File: src/rtl/rvfiPkg.sv
// RVFI retirement record types
package rvfiPkg;

    ////////////////////
    // Widths and counts
    ////////////////////
    localparam int XLEN      = 32;
    // Destination register slots per retirement
    localparam int RD_SLOTS  = 2;
    // Tracked machine CSRs, one record each
    localparam int CSR_COUNT = 8;

    typedef logic [XLEN-1:0] xWord_t;
    typedef logic [4:0]      regAddr_t;
    // Retirement sequence number
    typedef logic [63:0]     order_t;
    // Privilege mode, 3 is machine
    typedef logic [1:0]      mode_t;

    ////////////////////
    // Records
    ////////////////////
    // One CSR as seen at retirement
    typedef struct packed {
        xWord_t rdata;
        xWord_t wdata;
        xWord_t wmask;
    } csrRec_t;

    // Full retirement, one per accepted beat
    typedef struct packed {
        order_t                   order;
        xWord_t                   insn;
        xWord_t                   pc;
        logic                     trap;
        logic                     intr;
        mode_t                    mode;
        regAddr_t [RD_SLOTS-1:0]  rdAddr;
        xWord_t   [RD_SLOTS-1:0]  rdWdata;
        csrRec_t  [CSR_COUNT-1:0] csr;
    } retireIn_t;

endpackage

File: src/rtl/rvviPkg.sv
// RVVI trace record types and tables
package rvviPkg;
    import rvfiPkg::*;

    ////////////////////
    // CSR side
    ////////////////////
    typedef logic [$clog2(CSR_COUNT)-1:0] csrIdx_t;
    typedef logic [11:0]                  csrAddr_t;
    // One change flag per tracked CSR
    typedef logic [CSR_COUNT-1:0]         csrMask_t;
    // One write-back bit per GPR
    typedef logic [2**$bits(regAddr_t)-1:0] gprMask_t;

    // CSR address by index
    localparam csrAddr_t CSR_ADDR [CSR_COUNT] = '{
        12'h300,  // mstatus
        12'h304,  // mie
        12'h305,  // mtvec
        12'h340,  // mscratch
        12'h341,  // mepc
        12'h342,  // mcause
        12'h344,  // mip
        12'hB02   // minstret
    };

    ////////////////////
    // Nets
    ////////////////////
    // Interrupt nets first, haltreq last
    localparam int NET_IRQ_COUNT = 19;
    localparam int NET_COUNT     = NET_IRQ_COUNT + 1;

    typedef logic [$clog2(NET_COUNT)-1:0] netIdx_t;
    typedef logic [4:0]                   irqLine_t;

    localparam netIdx_t NET_HALTREQ = netIdx_t'(NET_IRQ_COUNT);

    // Core irq line behind each interrupt net
    localparam irqLine_t NET_IRQ_LINE [NET_IRQ_COUNT] = '{
        5'd3,  5'd7,  5'd11,
        5'd16, 5'd17, 5'd18, 5'd19, 5'd20, 5'd21, 5'd22, 5'd23,
        5'd24, 5'd25, 5'd26, 5'd27, 5'd28, 5'd29, 5'd30, 5'd31
    };

    typedef struct packed {
        netIdx_t idx;
        logic    value;
    } netEvent_t;

    ////////////////////
    // Outgoing record
    ////////////////////
    // Everything but the CSRs
    typedef struct packed {
        order_t                 order;
        xWord_t                 insn;
        xWord_t                 pc;
        logic                   trap;
        logic                   intr;
        mode_t                  mode;
        gprMask_t               xWb;
        xWord_t [RD_SLOTS-1:0]  rdData;
    } retireFields_t;

    typedef struct packed {
        retireFields_t          fields;
        xWord_t [CSR_COUNT-1:0] csr;
        csrMask_t               csrWb;
    } traceOut_t;

endpackage

File: src/rtl/csrMerge.sv
// CSR mask merge and change flags
module csrMerge
    import rvfiPkg::*;
    import rvviPkg::*;
(
    input  logic                   rvvi,
    input  logic                   rst_i,
    input  logic                   capture_i,
    input  csrRec_t [CSR_COUNT-1:0] csrIn_i,
    output xWord_t  [CSR_COUNT-1:0] csrVal_o,
    output csrMask_t               csrWb_o
);

    xWord_t [CSR_COUNT-1:0] merged;
    csrMask_t               changed;

    ////////////////////
    // Per CSR merge
    ////////////////////
    for (genvar c = 0; c < CSR_COUNT; c++) begin : gCsr
        // Written bits from wdata, the rest from rdata
        assign merged[c] = (csrIn_i[c].wdata & csrIn_i[c].wmask)
                         | (csrIn_i[c].rdata & ~csrIn_i[c].wmask);
        // Against the last reported value
        assign changed[c] = (merged[c] != csrVal_o[c]);
    end

    ////////////////////
    // Value and flag registers
    ////////////////////
    // Value register doubles as the shadow of what was last sent
    always_ff @(posedge rvvi) begin
        if (rst_i) begin
            csrVal_o <= '0;
            csrWb_o  <= '0;
        end else if (capture_i) begin
            csrVal_o <= merged;
            csrWb_o  <= changed;
        end
    end

endmodule

File: src/rtl/netMonitor.sv
// Net change detection and event latch
module netMonitor
    import rvviPkg::*;
(
    input  logic                 rvvi,
    input  logic                 rst_i,
    input  logic [NET_COUNT-1:0] nets_i,
    input  logic                 netLoad_i,
    output logic                 netPending_o,
    output netEvent_t            netEvent_o
);

    // Level last sent per net
    logic [NET_COUNT-1:0] lastReported;
    logic [NET_COUNT-1:0] pendVec;
    netIdx_t              selIdx;

    ////////////////////
    // Pending and select
    ////////////////////
    // A line back at its reported level drops out on its own
    assign pendVec      = nets_i ^ lastReported;
    assign netPending_o = |pendVec;

    // Lowest pending index
    always_comb begin
        selIdx = '0;
        for (int n = NET_COUNT - 1; n >= 0; n--) begin
            if (pendVec[n])
                selIdx = netIdx_t'(n);
        end
    end

    ////////////////////
    // Registers
    ////////////////////
    always_ff @(posedge rvvi) begin
        if (rst_i)
            lastReported <= '0;
        else if (netLoad_i)
            lastReported[selIdx] <= nets_i[selIdx];
    end

    // Event payload, stable until the next load
    always_ff @(posedge rvvi) begin
        if (netLoad_i) begin
            netEvent_o.idx   <= selIdx;
            netEvent_o.value <= nets_i[selIdx];
        end
    end

endmodule

File: src/rtl/retireCapture.sv
// Retirement field register and GPR write-back decode
module retireCapture
    import rvfiPkg::*;
    import rvviPkg::*;
(
    input  logic          rvvi,
    input  logic          capture_i,
    input  retireIn_t     retire_i,
    output retireFields_t fields_o
);

    gprMask_t              xWbNext;
    xWord_t [RD_SLOTS-1:0] rdDataNext;

    ////////////////////
    // GPR write-back
    ////////////////////
    always_comb begin
        xWbNext = '0;
        // x0 never reported
        for (int s = 0; s < RD_SLOTS; s++) begin
            if (retire_i.rdAddr[s] != '0)
                xWbNext[retire_i.rdAddr[s]] = 1'b1;
        end
    end

    always_comb begin
        rdDataNext = retire_i.rdWdata;
        // Same register in two slots, last slot wins
        for (int s = 0; s < RD_SLOTS - 1; s++) begin
            if (retire_i.rdAddr[s] == retire_i.rdAddr[RD_SLOTS-1])
                rdDataNext[s] = retire_i.rdWdata[RD_SLOTS-1];
        end
    end

    ////////////////////
    // Field register
    ////////////////////
    // Held until the next acceptance
    always_ff @(posedge rvvi) begin
        if (capture_i) begin
            fields_o.order  <= retire_i.order;
            fields_o.insn   <= retire_i.insn;
            fields_o.pc     <= retire_i.pc;
            fields_o.trap   <= retire_i.trap;
            fields_o.intr   <= retire_i.intr;
            fields_o.mode   <= retire_i.mode;
            fields_o.xWb    <= xWbNext;
            fields_o.rdData <= rdDataNext;
        end
    end

endmodule

File: src/rtl/rvviTraceConv.sv
// RVFI to RVVI trace converter
module rvviTraceConv
    import rvfiPkg::*;
    import rvviPkg::*;
(
    input  logic                 rvvi,
    input  logic                 rst_i,
    // Retirement stream
    input  logic                 retireValid_i,
    input  retireIn_t            retire_i,
    output logic                 retireRdy_o,
    input  logic [NET_COUNT-1:0] nets_i,
    // Record channel
    output logic                 traceReq_o,
    output traceOut_t            trace_o,
    input  logic                 traceAck_i,
    // Net event channel
    output logic                 netReq_o,
    output netEvent_t            netEvent_o,
    input  logic                 netAck_i
);

    logic                   capture;
    logic                   netPending;
    logic                   netLoad;
    retireFields_t          fields;
    xWord_t [CSR_COUNT-1:0] csrVal;
    csrMask_t               csrWb;

    ////////////////////
    // Control
    ////////////////////
    traceCtrl u_traceCtrl (
        .rvvi          (rvvi),
        .rst_i         (rst_i),
        .retireValid_i (retireValid_i),
        .retireRdy_o   (retireRdy_o),
        .capture_o     (capture),
        .netPending_i  (netPending),
        .netLoad_o     (netLoad),
        .netReq_o      (netReq_o),
        .netAck_i      (netAck_i),
        .traceReq_o    (traceReq_o),
        .traceAck_i    (traceAck_i)
    );

    ////////////////////
    // Datapath
    ////////////////////
    retireCapture u_retireCapture (
        .rvvi      (rvvi),
        .capture_i (capture),
        .retire_i  (retire_i),
        .fields_o  (fields)
    );

    csrMerge u_csrMerge (
        .rvvi      (rvvi),
        .rst_i     (rst_i),
        .capture_i (capture),
        .csrIn_i   (retire_i.csr),
        .csrVal_o  (csrVal),
        .csrWb_o   (csrWb)
    );

    netMonitor u_netMonitor (
        .rvvi         (rvvi),
        .rst_i        (rst_i),
        .nets_i       (nets_i),
        .netLoad_i    (netLoad),
        .netPending_o (netPending),
        .netEvent_o   (netEvent_o)
    );

    // Outgoing record
    assign trace_o.fields = fields;
    assign trace_o.csr    = csrVal;
    assign trace_o.csrWb  = csrWb;

endmodule

File: src/rtl/traceCtrl.sv
// Trace control FSM
module traceCtrl (
    input  logic rvvi,
    input  logic rst_i,
    input  logic retireValid_i,
    output logic retireRdy_o,
    output logic capture_o,
    input  logic netPending_i,
    output logic netLoad_o,
    output logic netReq_o,
    input  logic netAck_i,
    output logic traceReq_o,
    input  logic traceAck_i
);

    typedef enum logic [2:0] {
        IDLE,
        HOLD,
        NET_REQ,
        NET_WAIT_LOW,
        REC_REQ,
        REC_WAIT_LOW
    } ctrlState_t;

    ctrlState_t stateQ;
    ctrlState_t stateD;
    // Captured record still waiting to go out
    logic       recHeldQ;

    ////////////////////
    // Decoded outputs
    ////////////////////
    // Only accept when nothing is in flight
    assign retireRdy_o = (stateQ == IDLE);
    assign capture_o   = retireValid_i && retireRdy_o;
    // Nets win over the held record
    assign netLoad_o   = netPending_i && ((stateQ == IDLE) || (stateQ == HOLD));
    assign netReq_o    = (stateQ == NET_REQ);
    assign traceReq_o  = (stateQ == REC_REQ);

    ////////////////////
    // Next state
    ////////////////////
    always_comb begin
        stateD = stateQ;
        case (stateQ)
            IDLE: begin
                if (netLoad_o)
                    stateD = NET_REQ;
                else if (capture_o)
                    stateD = HOLD;
            end
            HOLD: begin
                // Record registers valid here
                if (netLoad_o)
                    stateD = NET_REQ;
                else
                    stateD = REC_REQ;
            end
            NET_REQ: begin
                if (netAck_i)
                    stateD = NET_WAIT_LOW;
            end
            NET_WAIT_LOW: begin
                // Back to the record if one was captured alongside
                if (!netAck_i)
                    stateD = recHeldQ ? HOLD : IDLE;
            end
            REC_REQ: begin
                if (traceAck_i)
                    stateD = REC_WAIT_LOW;
            end
            REC_WAIT_LOW: begin
                if (!traceAck_i)
                    stateD = IDLE;
            end
            default: stateD = IDLE;
        endcase
    end

    always_ff @(posedge rvvi) begin
        if (rst_i) begin
            stateQ   <= IDLE;
            recHeldQ <= 1'b0;
        end else begin
            stateQ <= stateD;
            if (capture_o)
                recHeldQ <= 1'b1;
            else if ((stateQ == REC_WAIT_LOW) && !traceAck_i)
                recHeldQ <= 1'b0;
        end
    end

endmodule

File: config.mk
export PLATFORM = sky130hd
export DESIGN_NAME = rvviTraceConv
export DESIGN_NICKNAME = d
export VERILOG_FILES = /design/src/rtl/rvfiPkg.sv /design/src/rtl/rvviPkg.sv /design/src/rtl/csrMerge.sv /design/src/rtl/netMonitor.sv /design/src/rtl/retireCapture.sv /design/src/rtl/rvviTraceConv.sv /design/src/rtl/traceCtrl.sv
export SDC_FILE = /design/constraint.sdc
export NUM_CORES = 1
export LEC_CHECK = 0
export BUFFER_PORTS_ARGS = -buffer_cell sky130_fd_sc_hd__buf_2
export CORE_AREA = 3 3 583 585
export DETAILED_ROUTE_END_ITERATION = 16
export DIE_AREA = 0 0 586 588
export GPL_TIMING_DRIVEN = 0
export HOLD_SLACK_MARGIN = 0.05
export PLACE_DENSITY = 0.3
export SLEW_MARGIN = 30
export SYNTH_ARGS = -nofsm -noshare
export SYNTH_HDL_FRONTEND = slang
export SYNTH_SLANG_ARGS = --single-unit
File: constraint.sdc
create_clock -name rvvi -period 14 [get_ports rvvi]
set_clock_uncertainty 0.15 [all_clocks]
set_input_delay 2.8 -clock rvvi [delete_from_list [all_inputs] [get_ports rvvi]]
set_output_delay 2.8 -clock rvvi [all_outputs]
set_load 0.01 [all_outputs]
==> metrics, run 1 <==
Placement Cell Area=0.0373 mm^2; first-pass GRT wire length=307000 um; Worst Tran Pin Value=1.02 ns; Routed WL per cell=30.8 um; share of cells above drive strength 1=0.467; vias per cell=3.07; dominant synthesized flop cell=dfxtp_1; Mapped Cells=2080; TritonRoute pass-1 iters=5; Overflow after GRT=0; Fill cells=38700; fin. max-slew vios=0; CP Class=primary input to register; IO Port Bufs=1492; Startpoint Class=primary input; Crit path max-delay family=compound AO/OA/AOI/OAI gates; syn avg cell area=11.4 um^2; clock latency on the worst-skew pair=0.80 ns; DR vias=25300; commonest non-fill, non-tap cell in the layout=buf_2; chip width=586 um; crit-path max cell delay=0.46 ns; nets=4676; gpl congestion=0.947; Critical Path RT=14.26 ns; worst-path maximum fanout=10; final cell count without fillers=8230; initial antenna violation count=198; mapped cell area=0.0237 mm^2; clock-pin slew on the worst setup and hold paths=0.06 ns; CTS tree=built; CP cell instances=buf_2 > xnor2_1 > a211oi_1 > a211oi_2 > o22ai_1 > a31oi_1 > buf_2 > o32ai_1 > nor2_2 > nand3_1; Net Count, Synth=3079; synthesis-to-layout area growth=70.1%; placed instance count=7999; final setup TNS=0 ns; vias in the first global route=25400; initial DRC count=1511; Unique masters post-synth=65; initial cell density of the core=0.0707; Ports=1500; pwr dens=130 mW/mm^2; row cnt=213; cts bufs inserted=83; outcome=finished, final reports clean; Worst EP arrival=5.48 ns; largest net degree at the start of global routing=48; Root Driver=clkbuf_16; Max Buffers Root-to-Sink=4; post-CTS setup buffers=0; Clock Sinks=522; Die Y=588 um; Worst VDD drop=0.0000783 V; most frequent CP cell=buf_2; minimum clock period=5.22 ns; unrepaired setup endpoints after global routing=false; crit end category=register; final worst slack=8.78 ns; yosys warns=0; die area=0.345 mm^2; core area=0.336 mm^2; Post-synth EDFFs=234; leak pwr=16.8 nW; HPWL Detailed=226000 um; Detailed Route WL=253000 um; hold_ws=0.342 ns; GRT Total Usage=0.140; fin area=0.0404 mm^2; most frequent cells in the layout=buf_2 (1494), dfxtp_1 (288), nor2_1 (285), a211oi_1 (257), mux2i_1 (247); CTS resizes=0; multi-input logic area=0.0106 mm^2; Hold Vio Cnt, Final=0; Remaining DRCs=0; Setup WS pre-CTS=8.00 ns; hold crit path type=register to register; Tcrit/Tclk final=0.373; number of synthesized register bits=522; ys async rst share=0; FMAX=0.192 GHz; cts hold-fix bufs=0; final setup vio count=0; Reg area=0.0128 mm^2; post-route antenna net violation count=0; max_cap viols=0; post-synthesis sequential area ratio=0.539; relative slew slack=0.298; H-tree levels=3; Crit-path slowest cell=a211oi_2; Bufs and invs on worst path=2
power by group:
group	switching [W]	internal, W	total (W)	leakage (nW)
Clock	0.000866	0.00139	0.00225	1.39
Sequential	0.000109	0.00173	0.00184	4.59
Combinational	0.000764	0.000382	0.00115	10.8
worst paths after layout:
path                                       from                             to  slack [ns]  cells after the start
hold / removal    u_netMonitor.lastReported[12]  u_netMonitor.lastReported[12]        0.34                      2
hold reg to reg   u_netMonitor.lastReported[12]  u_netMonitor.lastReported[12]        0.34                      2
setup / recovery                     nets_i[13]     u_netMonitor.netEvent_o[0]        8.78                     10
setup reg to reg          u_traceCtrl.stateQ[2]  u_retireCapture.fields_o[226]       10.41                      9
flip-flops by register name, indices dropped and copies added (netlist names):
signal,cells
u_csrMerge.csrVal_o,256
u_netMonitor.lastReported,20
u_traceCtrl.recHeldQ,1
u_netMonitor.netEvent_o,6
u_csrMerge.csrWb_o,8
u_traceCtrl.stateQ,3
u_retireCapture.fields_o,228
kinds of logic (layout without fill, tap and decap cells):
group                  count (synthesis)  count (layout)  share of synthesized area
AO/OA/AOI/OAI                        361             361                      0.112
XOR/XNOR                             289             289                      0.107
buffers and inverters                116            1772                     0.0190
flip-flops                           522             522                      0.539
multiplexers                         297             297                      0.127
other                                  1              88                   0.000158
AND/OR/NAND/NOR                      494             494                     0.0960
worst min-delay path, cell delays in order (launching register included):
cell and delay, ns:
dfxtp_1 0.32, o21ai_0 0.07, a21oi_1 0.06
cell usage after synthesis, drive strengths merged (2+ instances only):
cell type | number | area, um^2
nand4 | 60 | 375
nor3 | 25 | 125
a2111oi | 2 | 23.8
o2111a | 2 | 22.5
and2 | 2 | 12.5
o22ai | 32 | 200
edfxtp | 234 | 7030
a21o | 2 | 15.0
o211a | 2 | 20.0
xor2 | 235 | 2060
a21oi | 19 | 98.9
o211ai | 3 | 22.5
nor2 | 287 | 1080
dfxtp | 288 | 5770
buf | 7 | 38.8
mux2 | 34 | 387
nand2 | 28 | 105
or3 | 3 | 18.8
or2 | 2 | 12.5
o21ai | 23 | 126
nand2b | 9 | 56.3
nand3b | 7 | 56.3
clkbuf | 103 | 387
nand3 | 27 | 135
a311oi | 3 | 32.5
a31oi | 3 | 18.8
a211oi | 259 | 1960
nor2b | 8 | 50.1
inv | 6 | 25.0
or3b | 5 | 43.8
and3 | 3 | 18.8
xnor2 | 54 | 488
mux2i | 263 | 2630
nor4 | 26 | 169
per-stage QoR:
step                total power, W  utilization
floorplan                  0.00227            -
global placement           0.00305        0.109
detailed placement         0.00306        0.111
CTS                        0.00539        0.120
global route               0.00549        0.120
finish                     0.00524        0.120
per-layer routing:
layer  GRT usage  part of all wire  vias up  wire length, um
met1       0.147              0.35    12200            89100
met4      0.0563             0.045       70            11400
met3      0.0530             0.099      443            25100
met2       0.251              0.50     1497           127000
li1            -                 -    11000                -
met5           0            0.0019        -              480
final cells by class:
class | instances | share of cell area
Sequential cell | 522 | 0.317
Timing Repair Buffer | 1512 | 0.195
Buffer | 110 | 0.0114
Antenna cell | 87 | 0.00539
Multi-Input combinational cell | 1442 | 0.264
Inverter | 6 | 0.000620
Tap cell | 4407 | 0.137
Clock inverter | 43 | 0.0156
Clock buffer | 101 | 0.0551
(Power assumes the default switching activity.)
==> run 2: changes to the inputs <==
- clock period: 14 -> 4.7 ns (I/O delays scaled with it)
==> run 2 against run 1 <==
- final cell count decreased by 0.34%
- sequential power increased to 3.0 times the previous value
- critical path depth decreased by 4
- first-iteration DRC count decreased by 13%
- clock power increased to 2.7 times the previous value
- global-route usage decreased by 0.084 points
==> metrics, run 2 (same netlist as run 1, synthesis figures left out) <==
Crit-path slowest cell=clkbuf_1; crit end category=register; share of cells above drive strength 1=0.460 (-0.00681); cts bufs inserted=81 (-2.4%); CP Class=primary input to register; commonest non-fill, non-tap cell in the layout=buf_2; initial cell density of the core=0.0707 (unchanged); Layout Utilization=0.119 (-0.00128); outcome=finished, final reports clean; DR vias=25200 (-0.16%); Remaining DRCs=0 (unchanged); Root Driver=clkbuf_16; chip width=586 um (unchanged); cells on worst reg2reg path=10 (+1); Overflow after GRT=0 (unchanged); relative slew slack=0.337 (+0.0394); hold_ws=0.166 ns (-0.176 ns); final setup vio count=0 (unchanged); Biggest register=u_csrMerge.csrVal_o; leak pwr=16.6 nW (-1.0%); Tcrit/Tclk final=0.704; flop2flop setup slack=1.43 ns (-8.98 ns); Critical Path RT=5.00 ns (-9.26 ns); hold_sp=retire_i[946]; most frequent CP cell=clkbuf_1; worst hold path stage count=1 (-1); Max Buffers Root-to-Sink=4 (unchanged); first-pass GRT wire length=306000 um (-0.60%); Startpoint Class=primary input; most frequent cells in the layout=buf_2 (1494), dfxtp_1 (288), nor2_1 (285), a211oi_1 (257), mux2i_1 (251); initial antenna violation count=203 (+2.5%); post-route antenna net violation count=0 (unchanged); synthesis-to-layout area growth=68.2%; clock latency on the worst-skew pair=0.80 ns (about the same); initial DRC count=1314 (-13%); hold crit path type=primary input to register; max_cap viols=0 (unchanged); worst-path maximum fanout=10 (unchanged); H-tree levels=3 (unchanged); gpl congestion=0.950 (+0.32%); max reg flops=256 (unchanged); Die Y=588 um (unchanged); Detailed Route WL=251000 um (-0.84%); CTS tree=built; CP cell instances=clkbuf_1 > xnor2_1 > nand3_1 > nor3_2 > clkbuf_1 > mux2_2; Worst Tran Pin Value=0.966 ns (-0.0575 ns); IO Port Bufs=1492 (unchanged); Hold Vio Cnt, Final=0 (unchanged); Routed WL per cell=30.6 um (-0.50%); clock-pin slew on the worst setup and hold paths=0.06 ns (about the same); FF-to-FF End=u_netMonitor.netEvent_o[0]; reg-to-reg critical path startpoint=u_netMonitor.lastReported[2]; unrepaired setup endpoints after global routing=false; Worst EP arrival=3.61 ns (-1.87 ns); die area=0.345 mm^2 (unchanged); vias in the first global route=25600 (+0.88%); fin. max-slew vios=0 (unchanged); GRT Total Usage=0.140 (-0.000839); largest net degree at the start of global routing=104 (+120%); crit-path max cell delay=0.70 ns (+0.24 ns); vias per cell=3.07 (+0.18%); row cnt=213 (unchanged); TritonRoute pass-1 iters=5 (unchanged); FMAX=0.302 GHz; minimum clock period=3.31 ns; final setup TNS=0 ns (unchanged); HPWL Detailed=223000 um (-1.1%); Clock Sinks=522 (unchanged); Worst VDD drop=0.000245 V (+210%); pwr dens=373 mW/mm^2 (+190%); nets=4676 (unchanged); Ports=1500 (unchanged); Top Registers=u_csrMerge.csrVal_o (256), u_retireCapture.fields_o (228), u_netMonitor.lastReported (20); core area=0.336 mm^2 (unchanged); Worst Hold End=u_retireCapture.fields_o[200]
[run 2: cell types whose count changed in the layout (fill, tap and decap cells not counted), sizes merged]
cell / before / now
diode: 87 / 58
bufinv: 14 / 3
clkbuf: 204 / 213
dlygate4sd3: 0 / 8
buf: 1519 / 1513
inv: 8 / 11
clkinv: 23 / 21
[run 2: how the worst max path moves through the flow]
stage,startpoint,endpoint,depth (start not counted)
after CTS,u_netMonitor.lastReported[16],u_netMonitor.netEvent_o[0],9
after floorplan,retireValid_i,u_retireCapture.fields_o[0],4
final,retire_i[836],u_retireCapture.fields_o[12],6
after global routing,u_netMonitor.lastReported[2],u_netMonitor.netEvent_o[0],10
after global placement,retireValid_i,u_retireCapture.fields_o[90],5
after detailed placement,retire_i[836],u_retireCapture.fields_o[14],6
[run 2: worst max-delay path, delay by kind of cell]
family	cells	cell delay, ns
AND/OR/NAND/NOR	2	0.75
multiplexers	1	0.45
buffers and inverters	2	1.26
XOR/XNOR	1	0.19
[run 2: cell type report]
type	instances	area, um^2
clock inverters	33	302
diodes	58	145
clock buffers	110	2220
plain buffers	110	474
inverters	6	25.0
repair buffers	1514	7850
multi-input cells	1442	10600
flip-flops and latches	522	12800
well taps	4407	5510
fillers	38700	296000
[run 2: report_power, final]
part           internal (W)  switching (W)
Sequential          0.00516       0.000318
Clock               0.00348        0.00256
Combinational       0.00113        0.00226
[run 2: through the flow]
| step | std cells | cell area [um^2] | power (W) | setup WS [ns] |
|---|---|---|---|---|
| CTS | 8144 | 39800 | 0.0154 | 1.42 |
| detailed placement | 7993 | 37200 | 0.00907 | 0.555 |
| global placement | 7979 | 36700 | 0.00902 | -2.80 |
| floorplan | 2080 | 23700 | 0.00673 | 0.963 |
| global route | 8172 | 39900 | 0.0156 | 1.23 |
| finish | 8202 | 39900 | 0.0149 | 1.39 |
[run 2: routing by layer]
metal  up-vias  global-route usage  share of wire
met4        78              0.0525          0.047
met5         -                   0         0.0021
met2      1473               0.257           0.51
met3       465              0.0530          0.096
met1     12200               0.142           0.34
li1      11000                   -              -
[run 2: what timing repair did]
item                                    CTS  global route
endpoints found under the setup margin    0             0
hold endpoints to repair                  8             0
buffers inserted                          0             0
resized for setup                         0             0
hold buffers                              8             0
==> run 3: changes to the inputs <==
- clock period: 4.7 -> 3.25 ns (I/O delays scaled with it)
==> run 3 against run 2 <==
- power up 50%
- design area up 5.3%
- first-iteration DRC count up 13%
- sequential share of layout area down 1.6 points
- via count up 1.9%
- largest cell class unchanged
- combinational power up 53%
- clock-buffer cell count down 6
- critical path depth up 3
- routed wire length up 2.1%
- register-to-register slack worse by 1.3 ns
- sequential power up 45%
- critical endpoint is now u_netMonitor.netEvent_o[0]
==> metrics, run 3 (same netlist as run 1, synthesis figures left out) <==
outcome=finished, final reports clean; Worst EP arrival=3.45 ns (-0.16 ns); Switching Share=0.341 (-0.00354); final setup vio count=0 (unchanged); max reg flops=256 (unchanged); final worst slack=0.135 ns (-1.25 ns); initial DRC count=1484 (+13%); Overflow after GRT=0 (unchanged); die area=0.345 mm^2 (unchanged); row cnt=213 (unchanged); nets=4859 (+3.9%); synthesis-to-layout area growth=77.1%; crit end category=register; reg-to-reg critical path startpoint=u_netMonitor.lastReported[13]; relative slew slack=0.359 (+0.0214); pwr dens=532 mW/mm^2 (+43%); most frequent cells in the layout=buf_2 (1494), dfxtp_1 (288), nor2_1 (285), a211oi_1 (257), mux2i_1 (247); Die Y=588 um (unchanged); Hold Vio Cnt, Final=0 (unchanged); Biggest register=u_csrMerge.csrVal_o; worst hold path stage count=3 (+2); vias in the first global route=26300 (+2.8%); GRT Total Usage=0.143 (+0.00293); Fill cells=38600 (-0.31%); fin. max-slew vios=0 (unchanged); clock-pin slew on the worst setup and hold paths=0.06 ns (about the same); CTS tree=built; gpl congestion=0.924 (-2.7%); chip width=586 um (unchanged); Tcrit/Tclk final=0.958; Worst VDD drop=0.000341 V (+39%); crit-path max cell delay=0.43 ns (-0.27 ns); cells on worst reg2reg path=9 (-1); TritonRoute pass-1 iters=5 (unchanged); Remaining DRCs=0 (unchanged); commonest non-fill, non-tap cell in the layout=buf_2; Layout Utilization=0.125 (+0.00625); CP Class=register to register; unrepaired setup endpoints after global routing=false; Critical Path RT=3.58 ns (-1.42 ns); max_cap viols=0 (unchanged); Worst Tran Pin Value=0.935 ns (-0.0312 ns); Routed WL per cell=30.6 um (about the same); core area=0.336 mm^2 (unchanged); Crit-path slowest cell=a211oi_2; Ports=1500 (unchanged); Max Buffers Root-to-Sink=4 (unchanged); initial cell density of the core=0.0707 (unchanged); crit path to=u_netMonitor.netEvent_o[0]; clock latency on the worst-skew pair=0.82 ns (+0.02 ns); HPWL Detailed=229000 um (+2.5%); Int Power=0.0147 W (+51%); leak pwr=17.5 nW (+5.4%); post-route antenna net violation count=0 (unchanged); combinational share of power=0.231 (+0.004); initial antenna violation count=177 (-13%); Clock Sinks=522 (unchanged); share of cells above drive strength 1=0.445 (-0.0149); Root Driver=clkbuf_16; Startpoint Class=register; CP cell instances=xnor2_2 > a211oi_1 > a211oi_2 > o22ai_1 > a31oi_1 > buf_2 > o32ai_1 > nor2_2 > nand3_1; largest net degree at the start of global routing=96 (-7.7%); first-pass GRT wire length=313000 um (+2.5%); vias per cell=3.07 (-0.24%); minimum clock period=3.11 ns; FMAX=0.321 GHz; cts bufs inserted=83 (+2.5%); FF-to-FF End=u_netMonitor.netEvent_o[0]; P_sw=0.00764 W (+49%); hold crit path type=primary input to register; flop2flop setup slack=0.14 ns (-1.29 ns); final setup TNS=0 ns (unchanged); Setup WS pre-CTS=-1.27 ns (-1.82 ns); Top Registers=u_csrMerge.csrVal_o (256), u_retireCapture.fields_o (228), u_netMonitor.lastReported (20); H-tree levels=3 (unchanged); Detailed Route WL=257000 um (+2.1%); CP startpoint=u_netMonitor.lastReported[13]; DR vias=25700 (+1.9%); Clock Power Share=0.415 (+0.010); Reg power frac=0.354 (-0.013); IO Port Bufs=1492 (unchanged); worst-path maximum fanout=10 (unchanged)
run 3: changes by cell type in the layout (fill, tap and decap cells not counted), moves of 4 or more:
| cell | previous run | this run |
|---|---|---|
| mux2i_1 | 251 | 247 |
| dlygate4sd3_1 | 8 | 183 |
| clkinv_1 | 6 | 12 |
| clkbuf_1 | 109 | 98 |
| diode_2 | 58 | 53 |
| xnor2_2 | 3 | 8 |
| xnor2_1 | 51 | 46 |
| bufinv_16 | 3 | 7 |
run 3: metrics by stage:
step | hold slack [ns] | area, um^2 | instances | total power (W)
2_1_floorplan | 0.304 | 23800 | 2080 | 0.00973
3_3_place_gp | 0.321 | 36700 | 7979 | 0.0131
3_5_place_dp | 0.335 | 37300 | 7998 | 0.0132
4_1_cts | 0.0502 | 41800 | 8326 | 0.0231
5_1_grt | 0.0901 | 42000 | 8361 | 0.0235
6_report | 0.149 | 42000 | 8380 | 0.0224
run 3: worst min-delay path by stage:
stage	startpoint	endpoint	slack, ns
2_1_floorplan	u_traceCtrl.recHeldQ	u_traceCtrl.recHeldQ	0.30
3_3_place_gp	u_traceCtrl.recHeldQ	u_traceCtrl.recHeldQ	0.32
3_5_place_dp	u_traceCtrl.recHeldQ	u_traceCtrl.recHeldQ	0.33
4_1_cts	retire_i[697]	u_csrMerge.csrVal_o[249]	0.05
5_1_grt	retire_i[775]	u_retireCapture.fields_o[7]	0.09
6_report	retire_i[171]	u_csrMerge.csrVal_o[43]	0.15
run 3: cell type report:
type / instances / area [um^2] / share of cell area
antenna: 53 / 133 / 0.00315
sequential: 522 / 12800 / 0.304
clock inverter: 41 / 420 / 0.0100
inverter: 6 / 25.0 / 0.000595
timing repair buffer: 1695 / 9700 / 0.231
clock buffer: 104 / 2270 / 0.0539
tap: 4407 / 5510 / 0.131
multi-input combinational: 1442 / 10700 / 0.255
buffer: 110 / 482 / 0.0115
run 3: repair_timing:
item                       4_1_cts  5_1_grt
hold buffers                   183        0
hold endpoints to repair       183        0
setup buffers                    0        1
setup endpoints to repair      210        2
gates resized for setup          4        8
pin swaps                        0        1
run 3: power by group through the flow:
stage	Combinational, W	Sequential [W]	Clock, W
finish	0.00517	0.00792	0.00930
CTS	0.00538	0.00793	0.00978
detailed placement	0.00513	0.00805	0
global route	0.00557	0.00797	0.00992
floorplan	0.00156	0.00817	0
global placement	0.00503	0.00806	0
run 3: layer usage:
layer / up-vias / global-route usage / share of wire
li1: 11400 / - / -
met1: 12400 / 0.149 / 0.35
met2: 1407 / 0.264 / 0.51
met3: 441 / 0.0463 / 0.088
met4: 46 / 0.0514 / 0.047
met5: - / 0 / 0.0011
run 3: worst max-delay path: cells and delay by family, from the launching register on:
kind	cells	cell delay, ns
AO/OA/AOI/OAI	5	1.25
XOR/XNOR	1	0.31
buffers and inverters	1	0.35
flip-flops	1	0.33
AND/OR/NAND/NOR	2	0.44
